<file path="config.mk">
export PLATFORM = sky130hd
export DESIGN_NAME = pipelinedCore
export DESIGN_NICKNAME = d
export VERILOG_FILES = /design/src/coreDefs.sv /design/src/regFile.sv /design/src/fetchUnit.sv /design/src/controller.sv /design/src/datapath.sv /design/src/hazardUnit.sv /design/src/pipelinedCore.sv
export SDC_FILE = /design/constraint.sdc
export NUM_CORES = 2
export LEC_CHECK = 0
export BUFFER_PORTS_ARGS = -buffer_cell sky130_fd_sc_hd__buf_2
export CORE_ASPECT_RATIO = 0.75
export CORE_MARGIN = 1
export CORE_UTILIZATION = 55
export CTS_CLUSTER_SIZE = 30
export DETAILED_ROUTE_END_ITERATION = 6
export PLACE_DENSITY_LB_ADDON = 0.2
export SYNTH_ARGS = -nofsm -noshare
export SYNTH_HDL_FRONTEND = slang
export SYNTH_SLANG_ARGS = --single-unit
</file>
<file path="constraint.sdc">
create_clock -name clk -period 6.6 [get_ports clk]
set_input_delay 0 -clock clk [delete_from_list [all_inputs] [get_ports clk]]
set_output_delay 0 -clock clk [all_outputs]
set_load 0.1 [all_outputs]
</file>
<file path="src/coreDefs.sv">
////////////////////////////////////////
// shared types for the RV32I core subset
// word accesses only, no CSRs or traps
////////////////////////////////////////

package coreDefs;

  localparam int xlen    = 32;
  localparam int regAdrW = 5;
  localparam logic [xlen-1:0] resetPc = '0;

  // major opcodes of the kept instructions
  localparam logic [6:0] opRType  = 7'b0110011;
  localparam logic [6:0] opIType  = 7'b0010011;
  localparam logic [6:0] opLoad   = 7'b0000011;
  localparam logic [6:0] opStore  = 7'b0100011;
  localparam logic [6:0] opBranch = 7'b1100011;

  localparam logic [31:0] nopInstr = 32'h0000_0013; // addi x0, x0, 0

  typedef enum logic [2:0] {aluAdd, aluSub, aluAnd, aluOr, aluXor, aluSlt} aluOpT;

  ////////////////////////////////////////
  // instruction formats
  ////////////////////////////////////////
  typedef struct packed {
    logic [6:0]         funct7;
    logic [regAdrW-1:0] rs2;
    logic [regAdrW-1:0] rs1;
    logic [2:0]         funct3;
    logic [regAdrW-1:0] rd;
    logic [6:0]         opcode;
  } rTypeT;

  typedef struct packed {
    logic [11:0]        imm;
    logic [regAdrW-1:0] rs1;
    logic [2:0]         funct3;
    logic [regAdrW-1:0] rd;
    logic [6:0]         opcode;
  } iTypeT;

  typedef struct packed {
    logic [6:0]         immHi;
    logic [regAdrW-1:0] rs2;
    logic [regAdrW-1:0] rs1;
    logic [2:0]         funct3;
    logic [4:0]         immLo;
    logic [6:0]         opcode;
  } sTypeT;

  typedef struct packed {
    logic               imm12;
    logic [5:0]         imm10to5;
    logic [regAdrW-1:0] rs2;
    logic [regAdrW-1:0] rs1;
    logic [2:0]         funct3;
    logic [3:0]         imm4to1;
    logic               imm11;
    logic [6:0]         opcode;
  } bTypeT;

  typedef union packed {
    rTypeT r;
    iTypeT i;
    sTypeT s;
    bTypeT b;
  } instrT;

  ////////////////////////////////////////
  // pipeline control
  ////////////////////////////////////////
  typedef struct packed {
    logic  regWrite;
    logic  memRead;
    logic  memWrite;
    logic  branch;
    logic  aluSrcImm; // second operand from immediate
    aluOpT aluOp;
  } ctrlT;

  typedef struct packed {
    logic stallF, stallD, stallE, stallM, stallW;
  } stallT;

  typedef struct packed {
    logic flushD, flushE, flushM, flushW;
  } flushT;

  typedef struct packed {
    logic [xlen-1:0] adr;
    logic [xlen-1:0] writeData;
    logic            write;
    logic            read;
  } memReqT;

endpackage

</file>
<file path="src/regFile.sv">
////////////////////////////////////////
// 31 registers plus hardwired x0
// written on the falling edge
////////////////////////////////////////
`timescale 1ns/10ps

module regFile (
  input  logic                         clk,
  input  logic [coreDefs::regAdrW-1:0] rs1,
  input  logic [coreDefs::regAdrW-1:0] rs2,
  input  logic [coreDefs::regAdrW-1:0] rd,
  input  logic                         we,
  input  logic [coreDefs::xlen-1:0]    wd,
  output logic [coreDefs::xlen-1:0]    rd1,
  output logic [coreDefs::xlen-1:0]    rd2
);
  import coreDefs::*;

  logic [xlen-1:0] regs [31:1];

  // first half of the cycle, so decode sees the new value
  always_ff @(negedge clk) begin
    if (we && rd != '0) regs[rd] <= wd;
  end

  assign rd1 = (rs1 == '0) ? '0 : regs[rs1];
  assign rd2 = (rs2 == '0) ? '0 : regs[rs2];

endmodule

</file>
<file path="src/fetchUnit.sv">
////////////////////////////////////////
// PC and fetch/decode register
// no prediction, redirect only from execute
////////////////////////////////////////
`timescale 1ns/10ps

module fetchUnit (
  input  logic                      clk,
  input  logic                      rst,
  input  coreDefs::stallT           stall,
  input  coreDefs::flushT           flush,
  input  logic                      branchTakenE,
  input  logic [coreDefs::xlen-1:0] branchTargetE,
  input  logic [31:0]               instrF,
  output logic [coreDefs::xlen-1:0] pcF,
  output coreDefs::instrT           instrD,
  output logic [coreDefs::xlen-1:0] pcD
);
  import coreDefs::*;

  logic [xlen-1:0] pcNextF;

  assign pcNextF = branchTakenE ? branchTargetE : pcF + 32'd4;

  always_ff @(posedge clk) begin
    if (rst) pcF <= resetPc;
    else if (!stall.stallF) pcF <= pcNextF;
  end

  // fetch/decode register, flushed slot becomes a nop
  always_ff @(posedge clk) begin
    if (rst || flush.flushD) begin
      instrD <= nopInstr;
      pcD    <= '0;
    end else if (!stall.stallD) begin
      instrD <= instrF;
      pcD    <= pcF;
    end
  end

  aPcAligned: assert property (@(posedge clk) disable iff (rst) pcF[1:0] == 2'b00)
    else $error("pcF not word aligned: %h", pcF);

endmodule

</file>
<file path="src/controller.sv">
////////////////////////////////////////
// main decoder and control pipeline
// unsupported encodings decode to a bubble
////////////////////////////////////////
`timescale 1ns/10ps

module controller (
  input  logic            clk,
  input  logic            rst,
  input  coreDefs::stallT stall,
  input  coreDefs::flushT flush,
  input  coreDefs::instrT instrD,
  output coreDefs::aluOpT aluOpE,
  output logic            aluSrcImmE,
  output logic            branchE,
  output logic            memReadE,
  output logic            memWriteM,
  output logic            memReadM,
  output logic            regWriteM,
  output logic            regWriteW
);
  import coreDefs::*;

  ctrlT ctrlD, ctrlE, ctrlM;

  ////////////////////////////////////////
  // decode
  ////////////////////////////////////////
  always_comb begin
    ctrlD = '0; // bubble unless recognised
    case (instrD.r.opcode)
      opRType: begin
        ctrlD.regWrite = 1'b1;
        case ({instrD.r.funct7, instrD.r.funct3})
          {7'h00, 3'b000}: ctrlD.aluOp = aluAdd;
          {7'h20, 3'b000}: ctrlD.aluOp = aluSub;
          {7'h00, 3'b111}: ctrlD.aluOp = aluAnd;
          {7'h00, 3'b110}: ctrlD.aluOp = aluOr;
          {7'h00, 3'b100}: ctrlD.aluOp = aluXor;
          {7'h00, 3'b010}: ctrlD.aluOp = aluSlt;
          default:         ctrlD = '0;
        endcase
      end
      opIType: if (instrD.i.funct3 == 3'b000) begin // addi only
        ctrlD.regWrite  = 1'b1;
        ctrlD.aluSrcImm = 1'b1;
      end
      opLoad: if (instrD.i.funct3 == 3'b010) begin // lw
        ctrlD.regWrite  = 1'b1;
        ctrlD.memRead   = 1'b1;
        ctrlD.aluSrcImm = 1'b1;
      end
      opStore: if (instrD.i.funct3 == 3'b010) begin // sw
        ctrlD.memWrite  = 1'b1;
        ctrlD.aluSrcImm = 1'b1;
      end
      opBranch: if (instrD.i.funct3 == 3'b000) begin // beq
        ctrlD.branch = 1'b1;
        ctrlD.aluOp  = aluSub;
      end
      default: ctrlD = '0;
    endcase
  end

  ////////////////////////////////////////
  // control pipeline registers
  ////////////////////////////////////////
  always_ff @(posedge clk) begin
    if (rst || flush.flushE) ctrlE <= '0;
    else if (!stall.stallE)  ctrlE <= ctrlD;
    if (rst || flush.flushM) ctrlM <= '0;
    else if (!stall.stallM)  ctrlM <= ctrlE;
    if (rst || flush.flushW) regWriteW <= 1'b0;
    else if (!stall.stallW)  regWriteW <= ctrlM.regWrite;
  end

  assign aluOpE     = ctrlE.aluOp;
  assign aluSrcImmE = ctrlE.aluSrcImm;
  assign branchE    = ctrlE.branch;
  assign memReadE   = ctrlE.memRead;
  assign memReadM   = ctrlM.memRead;
  assign memWriteM  = ctrlM.memWrite;
  assign regWriteM  = ctrlM.regWrite;

  // a held stage must not be cleared in the same cycle
  aStallFlush: assert property (@(posedge clk) disable iff (rst)
    !(stall.stallE && flush.flushE) && !(stall.stallM && flush.flushM)
    && !(stall.stallW && flush.flushW))
    else $error("stage stalled and flushed at once");

endmodule

</file>
<file path="src/datapath.sv">
////////////////////////////////////////
// integer datapath, execute through writeback
// forwarding from memory then writeback, beq resolved in execute
////////////////////////////////////////
`timescale 1ns/10ps

module datapath (
  input  logic                         clk,
  input  logic                         rst,
  input  coreDefs::stallT              stall,
  input  coreDefs::flushT              flush,
  input  coreDefs::instrT              instrD,
  input  logic [coreDefs::xlen-1:0]    pcD,
  input  coreDefs::aluOpT              aluOpE,
  input  logic                         aluSrcImmE,
  input  logic                         branchE,
  input  logic                         memReadM,
  input  logic                         memWriteM,
  input  logic                         regWriteM,
  input  logic                         regWriteW,
  output logic [coreDefs::regAdrW-1:0] rs1D,
  output logic [coreDefs::regAdrW-1:0] rs2D,
  output logic [coreDefs::regAdrW-1:0] rdE,
  output logic                         branchTakenE,
  output logic [coreDefs::xlen-1:0]    branchTargetE,
  output coreDefs::memReqT             dataReq,
  input  logic [coreDefs::xlen-1:0]    readData
);
  import coreDefs::*;

  logic [regAdrW-1:0] rdD, rs1E, rs2E, rdM, rdW;
  logic [xlen-1:0]    rd1D, rd2D, immD;
  logic [xlen-1:0]    rd1E, rd2E, immE, pcE;
  logic [xlen-1:0]    srcAE, fwdBE, srcBE, aluResultE;
  logic [xlen-1:0]    aluResultM, writeDataM, resultW;

  // picks the newest in-flight value of a source register
  function automatic logic [xlen-1:0] forwardOp(input logic [regAdrW-1:0] src,
                                                 input logic [xlen-1:0] regVal);
    if (regWriteM && rdM != '0 && rdM == src) return aluResultM;
    else if (regWriteW && rdW != '0 && rdW == src) return resultW;
    else return regVal;
  endfunction

  ////////////////////////////////////////
  // decode
  ////////////////////////////////////////
  assign rs1D = instrD.i.rs1;
  assign rs2D = instrD.s.rs2;
  assign rdD  = instrD.i.rd;

  regFile rf (.clk, .rs1(rs1D), .rs2(rs2D), .rd(rdW), .we(regWriteW), .wd(resultW),
    .rd1(rd1D), .rd2(rd2D));

  always_comb begin
    case (instrD.i.opcode)
      opStore:  immD = {{20{instrD.s.immHi[6]}}, instrD.s.immHi, instrD.s.immLo};
      opBranch: immD = {{19{instrD.b.imm12}}, instrD.b.imm12, instrD.b.imm11,
                        instrD.b.imm10to5, instrD.b.imm4to1, 1'b0};
      default:  immD = {{20{instrD.i.imm[11]}}, instrD.i.imm};
    endcase
  end

  always_ff @(posedge clk) begin
    if (rst || flush.flushE) begin
      rs1E <= '0;
      rs2E <= '0;
      rdE  <= '0;
    end else if (!stall.stallE) begin
      rs1E <= rs1D;
      rs2E <= rs2D;
      rdE  <= rdD;
    end
  end

  always_ff @(posedge clk) begin
    if (!stall.stallE) begin
      rd1E <= rd1D;
      rd2E <= rd2D;
      immE <= immD;
      pcE  <= pcD;
    end
  end

  ////////////////////////////////////////
  // execute
  ////////////////////////////////////////
  always_comb begin
    srcAE = forwardOp(rs1E, rd1E);
    fwdBE = forwardOp(rs2E, rd2E);
  end

  assign srcBE = aluSrcImmE ? immE : fwdBE;

  always_comb begin
    case (aluOpE)
      aluSub:  aluResultE = srcAE - srcBE;
      aluAnd:  aluResultE = srcAE & srcBE;
      aluOr:   aluResultE = srcAE | srcBE;
      aluXor:  aluResultE = srcAE ^ srcBE;
      aluSlt:  aluResultE = {{(xlen-1){1'b0}}, $signed(srcAE) < $signed(srcBE)};
      default: aluResultE = srcAE + srcBE;
    endcase
  end

  assign branchTakenE  = branchE && (srcAE == fwdBE);
  assign branchTargetE = pcE + immE; // immE holds the B immediate for beq

  ////////////////////////////////////////
  // memory and writeback
  ////////////////////////////////////////
  always_ff @(posedge clk) begin
    if (rst || flush.flushM) rdM <= '0;
    else if (!stall.stallM) rdM <= rdE;
    if (!stall.stallM) begin
      aluResultM <= aluResultE;
      writeDataM <= fwdBE;
    end
  end

  assign dataReq.adr       = aluResultM;
  assign dataReq.writeData = writeDataM;
  assign dataReq.write     = memWriteM;
  assign dataReq.read      = memReadM;

  always_ff @(posedge clk) begin
    if (rst || flush.flushW) rdW <= '0;
    else if (!stall.stallW) rdW <= rdM;
    if (!stall.stallW) resultW <= memReadM ? readData : aluResultM; // load data captured here
  end

endmodule

</file>
<file path="src/hazardUnit.sv">
////////////////////////////////////////
// stall and flush generation
// memory never stalls, so only decode hazards and branches
////////////////////////////////////////
`timescale 1ns/10ps

module hazardUnit (
  input  logic [coreDefs::regAdrW-1:0] rs1D,
  input  logic [coreDefs::regAdrW-1:0] rs2D,
  input  logic [coreDefs::regAdrW-1:0] rdE,
  input  logic                         memReadE,
  input  logic                         branchTakenE,
  output coreDefs::stallT              stall,
  output coreDefs::flushT              flush
);
  import coreDefs::*;

  logic loadUseD;

  // load in execute feeding the instruction in decode
  assign loadUseD = memReadE && (rdE != '0) && ((rdE == rs1D) || (rdE == rs2D));

  always_comb begin
    stall = '0;
    flush = '0;
    if (branchTakenE) begin // drop the two younger instructions
      flush.flushD = 1'b1;
      flush.flushE = 1'b1;
    end else if (loadUseD) begin
      stall.stallF = 1'b1;
      stall.stallD = 1'b1;
      flush.flushE = 1'b1; // bubble behind the load
    end
  end

endmodule

</file>
<file path="src/pipelinedCore.sv">
////////////////////////////////////////
// five-stage RV32I subset core
// memories answer in the same cycle and never stall
////////////////////////////////////////
`timescale 1ns/10ps

module pipelinedCore (
  input  logic                       clk,
  input  logic                       rst,
  output logic [coreDefs::xlen-1:0]  pcF,
  input  logic [31:0]                instrF,
  output coreDefs::memReqT           dataReq,
  input  logic [coreDefs::xlen-1:0]  readData
);
  import coreDefs::*;

  stallT             stall;
  flushT             flush;
  instrT             instrD;
  logic [xlen-1:0]   pcD;
  logic              branchTakenE;
  logic [xlen-1:0]   branchTargetE;
  logic [regAdrW-1:0] rs1D, rs2D, rdE;

  // control bits handed to the datapath
  aluOpT aluOpE;
  logic  aluSrcImmE, branchE, memReadE;
  logic  memReadM, memWriteM, regWriteM, regWriteW;

  fetchUnit fu (.clk, .rst, .stall, .flush, .branchTakenE, .branchTargetE,
    .instrF, .pcF, .instrD, .pcD);

  controller ctl (.clk, .rst, .stall, .flush, .instrD,
    .aluOpE, .aluSrcImmE, .branchE, .memReadE,
    .memWriteM, .memReadM, .regWriteM, .regWriteW);

  datapath dp (.clk, .rst, .stall, .flush, .instrD, .pcD,
    .aluOpE, .aluSrcImmE, .branchE,
    .memReadM, .memWriteM, .regWriteM, .regWriteW,
    .rs1D, .rs2D, .rdE, .branchTakenE, .branchTargetE,
    .dataReq, .readData);

  // stalls and flushes for every stage
  hazardUnit hzu (.rs1D, .rs2D, .rdE, .memReadE, .branchTakenE, .stall, .flush);

endmodule

</file>
After elaboration in Yosys (flattened, before gate mapping):

Memories as Yosys holds them, arrays and structs flattened. A register that Yosys moved wholly into a read port is not among the register bits.
Cells that the tools add are included.
W data, S select, Z words.

* register bits: 274
* output and inout port bits: 98
* bits in writable memories: 992
* logic and storage cells: 104
* input port bits: 66
* memories: 1

Memory list
* dp.rf.regs: words 31, width 32, read ports 2, clocked after Yosys merged registers in 2, wr ports 1, RTL line regFile.sv:19 `logic [xlen-1:0] regs [31:1];`

* equality and inequality tests: 23
* reduce and logical (&&, ||, !) cells: 21
* bitwise operators: 3
* order comparisons: 1
* muxes and demuxes: 28
* add/sub/neg operators: 4

Operators with widths (count)
* $mux W32: 7
* $pmux W32 S5: 1
* $add A32 B32 Y32: 2
* $add A32 B3 Y32 const B: 1
* $and A32 B32 Y32: 1
* $eq A32 B32 Y1: 1
* $lt A32 B32 Y1: 1
* $or A32 B32 Y32: 1
* $sub A32 B32 Y32: 1
* $xor A32 B32 Y32: 1
* $eq A10 B3 Y1 const B: 3
* $eq A5 B5 Y1: 6
* $pmux W12 S2: 1
* $pmux W3 S5: 1
* $reduce_bool A5 Y1: 3
* $eq A7 B6 Y1 const B: 2
* $eq A10 B2 Y1 const B: 1
* $eq A10 B9 Y1 const B: 1
* $logic_not A10 Y1: 1
* $logic_not A5 Y1: 2
* $eq A3 B2 Y1 const B: 3
* $logic_and A1 B1 Y1: 9
* $mux W1: 8
* $eq A7 B2 Y1 const B: 1
* other kinds (13): 21

Depth between registers and ports, before layout:

* depth after elaboration: 9
* depth in mapped cells: 24
* mapped depth without buffers: 21

Modules after synthesis:

From an unflattened synthesis, not the netlist that was laid out.

* cells, all modules: 5063
* area total of the unflattened synthesis: 68025.2 sq um

Modules (own cells, without submodules)
* regFile: cells each 2756, instances 1, area an instance 46195.6 sq um, sequential area each 29788.6 sq um
* datapath: cells each 1713, instances 1, area an instance 16624.7 sq um, sequential area each 6656.4 sq um
* fetchUnit: cells each 497, instances 1, area an instance 4362.9 sq um, sequential area each 1921.8 sq um
* controller: cells each 70, instances 1, area an instance 644.4 sq um, sequential area each 240.2 sq um
* hazardUnit: cells each 27, instances 1, area an instance 197.7 sq um, sequential area each 0.0 sq um

==> metrics.md <==
| Metric | Value |
|---|---|
| Post-synthesis mux area share | `21.5%` |
| Worst skew pair latency | `a little under 0.8 ns` |
| Max VDD drop | `approximately 0.3 mV` |
| Fin. max-slew vios | `0` |
| Starting Density | `between 50% and 60%` |
| Area Overhead vs Synth | `19.2%` |
| DP HPWL | `129 mm` |
| PwrDens | `332 nW/um^2` |
| Final Instance Area | `77600 sq um` |
| R2r startpoint | `dp.rdW[0]` |
| GRT overflow | `0` |
| Clk_skew | `0.0501 ns` |
| Worst R2R End | `dp.aluResultM[30]` |
| Worst R2R Path Depth | `20` |
| Top_reg_cell synth | `edfxtp_1` |
| FF+latch count, synth | `1330` |
| Clock Power Share | `41.7%` |
| Hold Path Class | `input port to register` |
| Max Cap Violations | `0` |
| CP Buf/Inv Count | `2` |
| Static Leak | `approximately 30 nW` |
| Sequential share of power | `41.6%` |
| Final period util | `94.1%` |
| Critical Path RT | `7.27 ns` |
| 1st-pass router iterations | `7` |
| Post-synth EDFFs | `992` |
| Antenna violations before repair | `3` |
| Dpl cell area | `about 68000 sq um` |
| Largest net degree at the start of global routing | `101` |
| Fmax | `161 MHz` |
| Setup_tns | `0 ns` |
| Routability cong. | `0.950` |
| Sw frac | `34.1%` |
| Post-CTS setup buffer count | `0` |
| Top cells by area, synth | `edfxtp_1 (46%), mux4_2 (15%), dfxtp_1 (10%)` |
| Crit path from | `dp.rdW[0]` |
| Total track usage | `a little over a third` |
| Vias | `48473` |
| H-tree level count | `4` |
| Levels on crit path | `20` |
| Sw Pwr | `0.00877 W` |
| Share of the synthesized area in the top cell type | `between 40% and 50%` |
| Startpoint Class | `register` |
| Average size of a mapped cell | `14.2 sq um` |
| Hold depth | `4` |
| Share of cells above drive strength 1 | `20.8%` |
| Clock sink count | `~1300` |
| Worst path arrival time | `6.88 ns` |
| Netlist cell types | `88` |
| Synth Area in Simple Gates | `6.10%` |
| First-pass GRT wire length | `307 mm` |
| Post-route ant nets | `0` |
| Root Driver | `clkbuf_16` |
| Port-buffer cells | `163` |
| CP endpoint | `dp.aluResultM[30]` |
| Count of warnings emitted by yosys | `0` |
| Synth Area in XOR/XNOR | `1.64%` |
| Clk buf depth | `3` |
| Core ar. | `116000 sq um` |
| Largest family of logic cells by synthesized area | `multiplexers` |
| Violated checks | `design-rule violations` |
| Row count | `108` |
| Nets | `about 6000` |
| Setup crit end kind | `register` |
| Wire per inst | `28.4 um` |
| Die Wd | `399 um` |
| Post-CTS resize count | `0` |
| Die Y | `300 um` |
| Vias in the first global route | `49220` |
| Post-Syn Instances | `4582` |
| Outcome | `finished with violations` |
| Io pins | `~160` |
| RSZ-0062 raised after global routing | `false` |
| Slew headroom | `10.5%` |
| Reg clk slew, reported paths | `0.07 ns` |
| CTS tree | `done` |
| Tmin final | `between 6 and 7 ns` |
| Synth Area in Adders | `2.55%` |
| Worst Max-Slew Pin Slew | `1.34 ns` |
| Initial DRC count | `~6500` |
| CP max stage delay | `around 0.66 ns` |
| Worst path slowest cell | `dfxtp_1` |
| Synthesized area | `65100 sq um` |
| Post-synthesis sequential area ratio | `56.2%` |
| Crit path kind | `register to register` |
| Crit path max fanout | `10` |
| Compound-Gate Fraction of Synth Area | `a little under a tenth` |
| Worst path cell trace | `xnor2_1 > o311ai_4 > nor2_2 > buf_4 > mux2i_4 > a21oi_1 > mux2_2 > ha_1 > nor2b_1 > o21ai_0 > a21oi_1 > o2111ai_1 > a31oi_1 > o41ai_1 > buf_4 > o31ai_1 > nor3_1 > a211o_1 > or3_1 > a31o_2` |
| Vias/cell | `6.52` |
| CTS Buf Count | `135` |
| DRC errors left | `1` |
| Combinational power share | `16.7%` |
| Crit path max-delay family | `compound AO/OA/AOI/OAI gates` |
| Async set or reset register ratio after synthesis | `0%` |
| Routed wire length | `approximately 210 mm` |
| Final hold vios | `0` |
| R2r setup slk | `0.39 ns` |
| Area leader, netlist | `edfxtp_1` |
| Syn_nets | `4779` |
| Internal power | `0.0170 W` |
| Final setup viols | `0` |
| Die area | `120000 sq um` |
==> cell families (layout without fill, tap and decap cells) <==
| logic type | after synthesis | after routing |
|---|---|---|
| XOR/XNOR | 122 | 122 |
| AND/OR/NAND/NOR | 821 | 821 |
| flip-flops | 1330 | 1330 |
| other | 0 | 1 |
| AO/OA/AOI/OAI | 898 | 898 |
| multiplexers | 826 | 826 |
| adder cells (fa/ha/maj) | 131 | 131 |
| buffers and inverters | 454 | 1770 |
==> per-stage QoR <==
step                      instances  utilization, %  setup slack, ns  total power (W)  hold WS, ns
after floorplan                4582               -            0.530           0.0142        0.113
after global placement         6120            58.6            0.718           0.0158        0.212
after detailed placement       6120            58.6            0.599           0.0158        0.223
after CTS                      7438            66.6            0.543           0.0258      0.00246
after global routing           7438            66.6            0.123           0.0268       0.0467
final                          7439            66.6            0.387           0.0257       0.0287
==> timing repair <==
item | 4_1_cts | 5_1_grt
setup endpoints to repair | 0 | 0
hold endpoints to repair | 110 | 0
hold buffers | 86 | 0
==> worst min-delay path, cell delays in order <==
cell	delay [ns]
dlygate4sd3_1	0.52
buf_2	0.10
mux2i_1	0.06
nor2_1	0.07
==> synth_stat cells, drive strengths merged, types with 7 or more instances <==
library cell	number
edfxtp	992
mux4	438
dfxtp	338
nor2	258
a21oi	249
mux2i	244
clkbuf	211
o21ai	178
nand2	155
mux2	144
ha	128
inv	126
a221oi	121
buf	116
nor3	100
nand3	88
xnor2	69
nor2b	59
xor2	53
a31oi	48
o221ai	44
nor4	42
o22ai	37
a211oi	32
a21o	29
o21bai	27
and2	23
o21a	23
nand2b	22
and3	17
nand4	15
o22a	15
o31ai	13
or3	13
a21boi	11
o221a	10
o211ai	8
a211o	7
a22oi	7
==> cell type report <==
cell class | instances | area (sq um)
clock inverters | 1078 | 4770
inverters | 126 | 473
repair buffers | 411 | 3110
clock buffers | 155 | 3660
well taps | 1540 | 1930
flip-flops and latches | 1330 | 36600
diodes | 1 | 2.50
multi-input cells | 2798 | 27000
fillers | 8426 | 38900
==> layer usage <==
layer	share of wire (%)	GRT usage [%]	vias to the layer above
met5	0.016	0	-
met2	44	50.7	3279
met1	39	48.3	23969
met4	4.5	18.3	6
met3	12	10.4	588
li1	-	-	20631
==> power by group through the flow <==
stage               Sequential (W)  Combinational, W  Clock (W)
floorplan                   0.0115           0.00179   0.000889
global placement            0.0108           0.00412   0.000889
detailed placement          0.0108           0.00413   0.000889
CTS                         0.0107           0.00420     0.0109
global route                0.0107           0.00449     0.0116
finish                      0.0107           0.00429     0.0107
==> flip-flops by register name (all words and copies together) (netlist names), 2 cells and up <==
register / count
dp.rdM: 5
dp.rdE: 5
ctl.aluOpE: 3
dp.resultW: 32
dp.writeDataM: 32
dp.rd2E: 32
dp.immE: 13
ctl.ctrlE: 2
dp.rs2E: 5
dp.rd1E: 32
fu.pcD: 32
dp.aluResultM: 32
dp.rs1E: 5
dp.pcE: 32
dp.rdW: 5
fu.pcF: 32
dp.rf.regs: 992
fu.instrD: 32
==> worst min-delay path by stage <==
stage	from	endpoint
global placement	instrF[0]	fu.instrD[0]
detailed placement	instrF[4]	fu.instrD[4]
CTS	instrF[26]	fu.instrD[26]
global route	readData[22]	dp.resultW[22]
finish	instrF[26]	fu.instrD[26]
floorplan	readData[0]	dp.resultW[0]
==> cells in the final DEF, fill, tap and decap left out, types with 11 or more instances in the layout <==
cell and count:
dfxtp_1 324, o21ai_0 167, and3_1 17, nand2b_1 22
nand4_1 15, a21oi_1 248, nor2b_1 57, xor2_1 53
nor4_1 40, edfxtp_1 992, o221ai_1 44, o22ai_1 37
o31ai_1 11, dlygate4sd3_1 86, a211oi_1 24, and2_1 23
buf_2 163, a31oi_1 47, o21a_1 23, or3_1 11
mux4_2 438, bufinv_16 22, nor2_1 225, nand3_1 87
nor2_4 32, buf_12 17, xnor2_1 69, a221oi_1 121
nand2_1 151, mux2_2 144, clkinvlp_2 15, a21o_1 28
clkbuf_16 143, o22a_1 15, mux2i_1 238, o21bai_1 27
nor3_1 94, inv_1 1138, ha_1 128, buf_4 145
No activity file was read; power rests on OpenSTA's default activity.
